$ cat src/lvds_rx_link_pkg.sv
package lvds_rx_link_pkg;

	// link shape, the top level takes these as parameter defaults
	localparam int word_width_default = 10; // bits per parallel word, as on a tmds channel
	localparam int n_lanes_default = 3; // serial data lanes

	// word layout
	// bit 0 of a word is the earliest bit received on the line,
	// so a word sent lsb first comes back out in the same order
	typedef logic [word_width_default-1:0] word_t;

	// alignment pattern sent while the link trains
	// the five ones go out first (bits 4:0), then the five zeros
	// every rotation of it differs, so only one offset can match
	localparam word_t training_word = 10'b00000_11111;

	// the words bus carries the lanes side by side
	// lane 0 sits in the low word_width bits, lane 1 next, and so on

endpackage

$ cat src/lvds_rx_train_pkg.sv
package lvds_rx_train_pkg;

	// per-lane trainer state
	typedef enum logic [1:0] {
		hunt,   // look for the training word, slip on a miss
		settle, // drop words while the new offset takes hold
		locked  // sticky until retrain
	} train_state_t;

	// training timing, counted in words
	localparam int slip_settle_words = 1; // words ignored after each bitslip
	localparam int lock_matches = 4; // matches in a row to call a lane locked

	// counter widths, sized so the terminal value always fits
	localparam int match_cnt_width = $clog2(lock_matches + 1);
	localparam int settle_cnt_width = $clog2(slip_settle_words + 1);

endpackage

$ cat src/lane_deserializer.sv
`timescale 1ns/1ps

module lane_deserializer #(
	parameter int WORD_WIDTH = lvds_rx_link_pkg::word_width_default
) (
	input  logic                  bit_clock,
	input  logic                  arst_n,
	input  logic                  serial_in,   // one bit per bit_clock
	input  logic                  word_strobe, // common framing strobe
	input  logic                  bitslip,     // one-cycle pulse, rotate by one bit
	output logic [WORD_WIDTH-1:0] lane_word,   // bit 0 earliest received
	output logic                  lane_valid   // one cycle after word_strobe
);

	localparam int offset_width = (WORD_WIDTH > 1) ? $clog2(WORD_WIDTH) : 1;

	logic [2*WORD_WIDTH-1:0] window; // newest bit at the top
	logic [2*WORD_WIDTH-1:0] window_next; // window including the bit being sampled
	logic [offset_width-1:0] offset; // bitslip position, 0..WORD_WIDTH-1
	logic [WORD_WIDTH-1:0] word_sel; // word at the current offset

	// the incoming bit enters at the top, older bits move down
	assign window_next = {serial_in, window[2*WORD_WIDTH-1:1]};

	// offset 0 takes the WORD_WIDTH newest bits including serial_in,
	// each step of offset reaches one bit further back in time
	// lowest selected bit is the earliest one, so it lands in bit 0
	assign word_sel = window_next[(2*WORD_WIDTH - 1 - int'(offset)) -: WORD_WIDTH];

	always_ff @(posedge bit_clock) begin
		window <= window_next; // free running, keeps shifting during capture
	end

	// capture register, words overlap with the next shift-in
	always_ff @(posedge bit_clock) begin
		if (word_strobe) begin
			lane_word <= word_sel;
		end
	end

	always_ff @(posedge bit_clock or negedge arst_n) begin
		if (!arst_n) begin
			lane_valid <= 1'b0;
			offset <= '0;
		end else begin
			lane_valid <= word_strobe;
			// slips land well between strobes, so the new offset
			// applies from the next word on
			if (bitslip) begin
				if (offset == offset_width'(WORD_WIDTH - 1)) begin
					offset <= '0; // wrap modulo WORD_WIDTH
				end else begin
					offset <= offset + 1'b1;
				end
			end
		end
	end

endmodule

$ cat src/lane_trainer.sv
`timescale 1ns/1ps

module lane_trainer #(
	parameter int WORD_WIDTH = lvds_rx_link_pkg::word_width_default,
	parameter int N_LANES = lvds_rx_link_pkg::n_lanes_default
) (
	input  logic                          bit_clock,
	input  logic                          arst_n,
	input  logic [N_LANES*WORD_WIDTH-1:0] lane_words,  // lane 0 in the low bits
	input  logic [N_LANES-1:0]            lane_valid,
	input  logic                          retrain,     // one-cycle request
	output logic [N_LANES-1:0]            bitslip,     // one-cycle pulse per lane
	output logic [N_LANES*WORD_WIDTH-1:0] words,
	output logic                          words_valid,
	output logic [N_LANES-1:0]            lane_locked,
	output logic                          link_up
);

	import lvds_rx_link_pkg::*;
	import lvds_rx_train_pkg::*;

	localparam logic [WORD_WIDTH-1:0] train_word = WORD_WIDTH'(training_word);

	train_state_t state [N_LANES]; // one fsm per lane
	logic [match_cnt_width-1:0] match_cnt [N_LANES]; // matches in a row
	logic [settle_cnt_width-1:0] settle_cnt [N_LANES]; // words dropped so far
	logic [N_LANES-1:0] lane_match; // word equals the training word
	logic word_tick; // a word arrives on this cycle
	logic retrain_pend; // retrain seen, waiting for the next word
	logic flush; // apply retrain on this word

	always_comb begin
		for (int i = 0; i < N_LANES; i++) begin
			lane_match[i] = (lane_words[i*WORD_WIDTH +: WORD_WIDTH] == train_word);
		end
	end

	assign word_tick = |lane_valid; // lanes share one strobe
	assign flush = retrain_pend | retrain;

	// output words, no reset on the payload path
	always_ff @(posedge bit_clock) begin
		for (int i = 0; i < N_LANES; i++) begin
			if (lane_valid[i]) begin
				words[i*WORD_WIDTH +: WORD_WIDTH] <= lane_words[i*WORD_WIDTH +: WORD_WIDTH];
			end
		end
	end

	always_ff @(posedge bit_clock or negedge arst_n) begin
		if (!arst_n) begin
			words_valid <= 1'b0;
			bitslip <= '0;
			retrain_pend <= 1'b0;
			for (int i = 0; i < N_LANES; i++) begin
				state[i] <= hunt;
				match_cnt[i] <= '0;
				settle_cnt[i] <= '0;
			end
		end else begin
			words_valid <= word_tick; // every word, locked or not
			bitslip <= '0; // pulses last one cycle

			// hold a retrain until the next word so lock drops with words_valid
			if (word_tick) begin
				retrain_pend <= 1'b0;
			end else if (retrain) begin
				retrain_pend <= 1'b1;
			end

			for (int i = 0; i < N_LANES; i++) begin
				if (lane_valid[i]) begin
					if (flush) begin
						state[i] <= hunt; // start over, word not judged
						match_cnt[i] <= '0;
						settle_cnt[i] <= '0;
					end else begin
						case (state[i])
							hunt: begin
								if (lane_match[i]) begin
									if (match_cnt[i] == match_cnt_width'(lock_matches - 1)) begin
										state[i] <= locked;
										match_cnt[i] <= '0;
									end else begin
										match_cnt[i] <= match_cnt[i] + 1'b1;
									end
								end else begin
									bitslip[i] <= 1'b1; // try the next rotation
									state[i] <= settle;
									match_cnt[i] <= '0; // run broken
									settle_cnt[i] <= '0;
								end
							end
							settle: begin
								// words here may still come from the old offset
								if (settle_cnt[i] == settle_cnt_width'(slip_settle_words - 1)) begin
									state[i] <= hunt;
								end else begin
									settle_cnt[i] <= settle_cnt[i] + 1'b1;
								end
							end
							locked: begin
								state[i] <= locked; // sticky, no loss-of-lock check
							end
							default: begin
								state[i] <= hunt;
							end
						endcase
					end
				end
			end
		end
	end

	// status decodes straight off the state regs, so it moves with words_valid
	always_comb begin
		for (int i = 0; i < N_LANES; i++) begin
			lane_locked[i] = (state[i] == locked);
		end
	end

	assign link_up = &lane_locked;

endmodule

$ cat src/lvds_rx_top.sv
`timescale 1ns/1ps

module lvds_rx_top #(
	parameter int WORD_WIDTH = lvds_rx_link_pkg::word_width_default,
	parameter int N_LANES = lvds_rx_link_pkg::n_lanes_default
) (
	input  logic                          bit_clock,
	input  logic                          arst_n,
	input  logic [N_LANES-1:0]            serial_in,   // one serial stream per lane
	input  logic                          retrain,
	output logic [N_LANES*WORD_WIDTH-1:0] words,       // lane 0 in the low bits
	output logic                          words_valid, // 2 cycles after the strobe edge
	output logic [N_LANES-1:0]            lane_locked,
	output logic                          link_up
);

	logic word_strobe; // shared word boundary
	logic [N_LANES*WORD_WIDTH-1:0] lane_words;
	logic [N_LANES-1:0] lane_valid;
	logic [N_LANES-1:0] bitslip; // trainer back to the lanes

	// framing for all lanes
	word_timing #(
		.WORD_WIDTH(WORD_WIDTH)
	) timing_i (
		.bit_clock(bit_clock),
		.arst_n(arst_n),
		.word_strobe(word_strobe)
	);

	for (genvar i = 0; i < N_LANES; i++) begin : g_lane
		lane_deserializer #(
			.WORD_WIDTH(WORD_WIDTH)
		) lane_i (
			.bit_clock(bit_clock),
			.arst_n(arst_n),
			.serial_in(serial_in[i]),
			.word_strobe(word_strobe),
			.bitslip(bitslip[i]),
			.lane_word(lane_words[i*WORD_WIDTH +: WORD_WIDTH]),
			.lane_valid(lane_valid[i])
		);
	end

	// alignment and output register
	lane_trainer #(
		.WORD_WIDTH(WORD_WIDTH),
		.N_LANES(N_LANES)
	) trainer_i (
		.bit_clock(bit_clock),
		.arst_n(arst_n),
		.lane_words(lane_words),
		.lane_valid(lane_valid),
		.retrain(retrain),
		.bitslip(bitslip),
		.words(words),
		.words_valid(words_valid),
		.lane_locked(lane_locked),
		.link_up(link_up)
	);

endmodule

$ cat src/word_timing.sv
`timescale 1ns/1ps

module word_timing #(
	parameter int WORD_WIDTH = lvds_rx_link_pkg::word_width_default
) (
	input  logic bit_clock,
	input  logic arst_n,
	output logic word_strobe // one cycle high every WORD_WIDTH bit clocks
);

	localparam int cnt_width = (WORD_WIDTH > 1) ? $clog2(WORD_WIDTH) : 1;

	logic [cnt_width-1:0] bit_cnt; // position within the current word

	// modulo counter, the strobe is registered off its last count
	// after reset release bit_cnt reaches WORD_WIDTH-1 on edge WORD_WIDTH-1,
	// so the first strobe shows up WORD_WIDTH cycles after release
	always_ff @(posedge bit_clock or negedge arst_n) begin
		if (!arst_n) begin
			bit_cnt <= '0;
			word_strobe <= 1'b0;
		end else begin
			if (bit_cnt == cnt_width'(WORD_WIDTH - 1)) begin
				bit_cnt <= '0; // wrap
				word_strobe <= 1'b1; // frame boundary for every lane
			end else begin
				bit_cnt <= bit_cnt + 1'b1;
				word_strobe <= 1'b0;
			end
		end
	end

endmodule
$ cat config.mk
export PLATFORM = sky130hd
export DESIGN_NAME = lvds_rx_top
export DESIGN_NICKNAME = d
export VERILOG_FILES = /design/src/lvds_rx_link_pkg.sv /design/src/lvds_rx_train_pkg.sv /design/src/lane_deserializer.sv /design/src/lane_trainer.sv /design/src/lvds_rx_top.sv /design/src/word_timing.sv
export SDC_FILE = /design/constraint.sdc
export NUM_CORES = 1
export LEC_CHECK = 0
export CORE_ASPECT_RATIO = 2
export CORE_MARGIN = 2
export CORE_UTILIZATION = 25
export CTS_CLUSTER_SIZE = 12
export DETAILED_ROUTE_END_ITERATION = 8
export DONT_BUFFER_PORTS = 1
export GPL_ROUTABILITY_DRIVEN = 0
export GPL_TIMING_DRIVEN = 1
export PLACE_DENSITY = 0.4
export SETUP_SLACK_MARGIN = 0.5
export SLEW_MARGIN = 15
export SYNTH_ARGS = -nofsm -noshare
export SYNTH_HDL_FRONTEND = slang
export SYNTH_SLANG_ARGS = --single-unit
$ cat constraint.sdc
create_clock -name bit_clock -period 2.55 [get_ports bit_clock]
set_input_delay 0.3825 -clock bit_clock [delete_from_list [all_inputs] [get_ports bit_clock]]
set_output_delay 0.3825 -clock bit_clock [all_outputs]
set_load 0.01 [all_outputs]
# After elaboration in Yosys (flattened, before gate mapping)
# Cells that the tools add are included.
# word_totals
output_inout_bits,35
wordCells,145
in_bits,6
reg_bits,161
# classes
n_bitwise,1
add_sub_neg,13
reduce_logical,20
n_eq_ne,25
mux,58
shift,3
# op_table
cell,count
indexed part select 29 x 32 -> 10 bit,3
two-way mux 3 bit,12
== test 10 x 5 -> 1 bit (second input constant),3
two-way mux 1 bit,24
two-way mux 2 bit,12
AND reduction 3 bit,7
inequality test 3 bit (second input constant),6
case mux 2 bit (3 select lines),3
subtractor 5 x 4 -> 6 bit (first input constant),3
adder 4 x 1 -> 4 bit (second input constant),4
== test 4 bit (second input constant),4
two-way mux 4 bit,4
inequality test 4 bit (second input constant),3
adder 3 x 1 -> 3 bit (second input constant),3
== test 3 x 2 -> 1 bit (second input constant),3
nonzero test 3 bit,3
nonzero test 2 bit,4
== test 2 x 1 -> 1 bit (second input constant),3
== test 2 bit (second input constant),3
zero test 2 bit,3
case mux 1 bit (2 select lines),3
AND reduction 2 bit,3
adder 1 bit (second input constant),3
bitwise OR 1 bit,1

# Depth between registers and ports, before layout
# depth
depth_word,5
mapped_depth,10
depth_no_buf,6

# By module
# Synthesis repeated with hierarchy kept, for this count alone.
# unflattened
cells_unflattened,684
area_unflattened_um2,8042.7
# modules_own_cells
module,n_inst,cells_per_inst,seq_area_each_um2,area_each_um2
lane_deserializer at g_lane[0].lane_i ...,2,172,805.8,1934.4
lane_deserializer at g_lane[1].lane_i,1,195,805.8,2029.4
lane_trainer,1,129,1401.3,1948.1
word_timing,1,16,125.1,196.4

# Least setup slack after synthesis
# Ideal clock, no wire load.
# synth_path
path_type,reg-to-reg
from,register g_lane[0].lane_i.offset[2]
to,register g_lane[0].lane_i.lane_word[2] (data pin)
stages_incl_launch_ff,11
arrival_time_ns,2.350
t_required_ns,2.293
slack_ns,-0.057
period_less_slack_ns,2.607
setup_time_ns,0.257
n_path_buf,4
path_cell_list,dfrtp_1 > clkbuf_1 > inv_1 > clkbuf_1 > ha_1 > clkbuf_1 > inv_1 > clkbuf_1 > a211oi_1 > o31a_1 > a2bb2oi_1
# synth_via
elab_chain_cells,2
# synth_rtl
item,line,source
from (decl),lane_deserializer.sv:19,logic [offset_width-1:0] offset;
from (signal assigned),lane_deserializer.sv:53,offset <= offset + 1'b1;
subtractor 5 x 4 -> 6 bit,lane_deserializer.sv:28,assign word_sel = window_next[(2*WORD_WIDTH - 1 - int'(offset)) -: WORD_WIDTH];
indexed part select 29 x 32 -> 10 bit,lane_deserializer.sv:28,
net g_lane[0].lane_i.word_sel[2],lane_deserializer.sv:20,logic [WORD_WIDTH-1:0] word_sel;
to (signal assigned),lane_deserializer.sv:37,lane_word <= word_sel;
to (decl),lane_deserializer.sv:11,"output logic [WORD_WIDTH-1:0] lane_word,"
# The timed path passes the listed nets, and every way through them passes these cells.
# A chain may end at the register's enable or synchronous reset.

# Worst setup path in the final report
# layout_path
from,register g_lane[2].lane_i.offset[0]
to,register g_lane[2].lane_i.lane_word[6] (data pin)
# layout_via
elab_chain_cells,2
# layout_rtl
item,line
from (decl),lane_deserializer.sv:19
from (signal assigned),lane_deserializer.sv:53
subtractor 5 x 4 -> 6 bit,lane_deserializer.sv:28
indexed part select 29 x 32 -> 10 bit,lane_deserializer.sv:28
net g_lane[2].lane_i.word_sel[6],lane_deserializer.sv:20
to (signal assigned),lane_deserializer.sv:37
to (decl),lane_deserializer.sv:11
# The timed path passes the listed nets, and every way through them passes these cells.

==> results.cfg <==
[status]
outcome = completed

[drt]
drcViolationCount = 0
drt_iter0_markers = 466
drt_pass1_iterations = 5
wl_um = 20100
vias_per_cell = 4.98
via_count = 5316
wire_per_inst_um = 18.9
ant_nets = 0

[run]
drv_cap = 0

[clock_network]
clock-root-buffer = clkbuf_16
clock_latency_ns = 0.43
path_clk_slew_ns = 0.06
cts_buffers = 17
cts_tree = built
numClockSinks = 155
cts_buffer_depth = 2
cts_max_level = 4

[cells_and_area]
drive_gt1_share_pct = 26.7
nets = 651
synthToLayoutAreaGrowth_pct = 17.8
fin_area_sq_mm = 0.00924
antenna_cells = 0
post-route-util_pct = 30.0

[synthesis]
async_flop_share_pct = 24.5
synthFlopType = edfxtp_1
seq_area_frac_synth_pct = 49.6
avgSynthCellArea_sq_um = 12.7
syn_inst = 618
yosys.cell_types.count = 67
ys.warnings.count = 0
synth_edf_count = 60
ys_ff_latch = 155
syn_nets = 633
synth_area_sq_mm = 0.00785

[placement]
io_buffer_count = 0
hpwl_um = 14400
place_area_sq_mm = 0.00837
post-place-ws_ns = 0.268

[floorplan]
die_w_um = 129
die_y_um = 255
initial_core_util_pct = 25.4
design.core.area_sq_mm = 0.0309
io_pins = 41
die-area_sq_mm = 0.0329
rows = 91

[grt]
grt_pass1_wl_um = 32100
grt_use_total_pct = 12.8
grt_pass1_vias = 5672
antenna_found_initial = 0
grt.overflow.total = 0
grt_max_degree = 39

[sta]
fmax_mhz = 497
rsz0062_at_grt = yes
worst_pin_slew_ns = 0.506
fin_crit_ns = 2.01
slew_headroom_pct = 65.9
period_share_pct = 78.9
hold_viol = 0
finalSetupViolations = 0
setup-tns-final_ns = 0
drv_slew = 0
fin_ws_ns = 0.539
fin_worst_skew_ns = 0.00877

[worst_hold_path]
min_path_type = in -> reg

[worst_setup_path]
cp_slowest_cell = mux4_2
crit_type = reg -> reg
cp_max_fo = 7
path_buf_inv = 1
path_delay_family = multiplexers
arrival_ns = 2.19
worstSetupStartpointType = flip-flop
cpPeakStageDelay_ns = 0.56
critPathCaptureType = flip-flop
cp_cell_sequence = buf_4, mux4_2, mux2i_2, o32a_1, o31ai_1
critPathRequiredTime_ns = 2.73

[power]
p_total_mw = 5.35
power_density_mw_per_mm2 = 579
p_leak_nw = 3.23
peakVddDrop_mv = 0.368
## cells in the mapped netlist, types with 2 or more instances
master     instances  area [sq um]
a21o_1             8          60.1
a21oi_1           24           120
o21ai_0           30           150
o2bb2ai_1          2          17.5
nor2b_1            7          43.8
buf_4              6          45.0
xor2_1             3          26.3
buf_6              3          33.8
o21a_1             6          45.0
nand3b_1           3          22.5
o22ai_1            2          12.5
nor3b_1            3          22.5
nand3_1           11          55.1
nor4_2             2          25.0
nor4_1             5          31.3
nor3_1             7          35.0
buf_1              3          11.3
o211ai_1           6          45.0
a221oi_1           5          43.8
a2bb2oi_1          4          35.0
a22o_1             6          52.6
dfrtp_1           38           951
buf_2             14          70.1
edfxtp_1          60          1800
or2_2              3          18.8
and2_1             6          37.5
dfxtp_1           57          1140
nand2b_1           6          37.5
mux2i_1           40           400
or3_1              2          12.5
a211oi_1           5          37.5
mux4_2            55          1240
ha_1               9           113
nand4_1            4          25.0
a31oi_1           10          62.6
a311o_1            4          40.0
inv_1             17          63.8
o31ai_1            7          52.6
clkbuf_1          19          71.3
and3_1             2          12.5
nand2_1           42           158
nor2_1            24          90.1
mux2_2            18           203
o32ai_1            6          52.6
or4b_1             2          20.0
## final cells by class
class	instances	area (sq um)
repair buffers	44	438
flip-flops and latches	155	3900
fillers	3061	21600
inverters	19	83.8
well taps	418	523
clock inverters	8	95.1
clock buffers	24	462
multi-input cells	399	3740
## power breakdown
part | switching [mW] | internal, mW
Combinational | 0.0974 | 0.120
Sequential | 0.0659 | 2.62
Clock | 0.989 | 1.46
## layout by cell type, fill, tap and decap left out, drive strengths merged, types with 6 or more instances in the layout
| master | instances |
|---|---|
| o32ai | 6 |
| nor4 | 7 |
| nor2 | 24 |
| dfxtp | 57 |
| nand2 | 42 |
| dfrtp | 38 |
| nor3 | 8 |
| mux2i | 40 |
| mux2 | 18 |
| nand3 | 11 |
| a21o | 8 |
| and2 | 6 |
| o21a | 6 |
| ha | 9 |
| o21ai | 30 |
| mux4 | 55 |
| edfxtp | 60 |
| o31ai | 7 |
| a31oi | 10 |
| nand2b | 6 |
| clkbuf | 26 |
| o211ai | 6 |
| a21oi | 24 |
| nor2b | 7 |
| a22o | 7 |
| buf | 38 |
| inv | 16 |
## layer usage
layer	up-vias	GRT usage (%)	share of wire [%]	wire length (um)
li1	2445	-	-	-
met1	2690	12.0	33	6720
met2	143	25.2	59	12000
met3	38	2.52	2.9	585
met4	0	6.96	4.3	861
met5	-	0	0	0
## state kept, by name, indices dropped and copies added (netlist names)
register                  count
g_lane.lane_i.lane_valid      1
g_lane.lane_i.lane_word      30
g_lane.lane_i.offset         12
g_lane.lane_i.window         57
timing_i.bit_cnt              4
timing_i.word_strobe          1
trainer_i.bitslip             3
trainer_i.match_cnt           9
trainer_i.retrain_pend        1
trainer_i.state               6
trainer_i.words              30
trainer_i.words_valid         1
## final timing paths
kind	to	cells after the start	start	slack, ns
hold reg to reg	g_lane[0].lane_i.window[10]	0	g_lane[0].lane_i.window[11]	0.39
hold / removal	trainer_i.retrain_pend	2	retrain	0.20
max in group asynchronous	g_lane[1].lane_i.offset[1]	2	arst_n	1.88
setup / recovery	g_lane[2].lane_i.lane_word[6]	5	g_lane[2].lane_i.offset[0]	0.54
min in group asynchronous	trainer_i.match_cnt[7]	2	arst_n	0.45
setup reg to reg	g_lane[2].lane_i.lane_word[6]	5	g_lane[2].lane_i.offset[0]	0.54
## stage by stage
step                      hold WS [ns]  cells
after floorplan                 0.0869    618
after global placement          0.0885   1012
after detailed placement        0.0887   1012
after CTS                        0.179   1059
after global routing             0.213   1067
final                            0.198   1067
## what timing repair did
| item | in CTS | in global routing |
|---|---|---|
| endpoints found under the hold margin | 41 | 0 |
| gates cloned | 0 | 1 |
| gates resized for setup | 9 | 16 |
| buffers inserted | 10 | 7 |
| setup endpoints to repair | 22 | 25 |
| pin swaps | 0 | 3 |
| hold buffers | 5 | 0 |
## logic make-up (layout without fill, tap and decap cells)
kind of cell / Yosys count / count (layout) / share of synthesized area, %
buf+inv: 64 / 95 / 3.86
compound gates: 139 / 139 / 12.3
flops: 155 / 155 / 49.6
mux: 113 / 113 / 23.5
simple gates: 134 / 134 / 8.91
fa+ha+maj: 9 / 9 / 1.43
xor+xnor: 4 / 4 / 0.446
No activity file was read; power rests on OpenSTA's default activity.
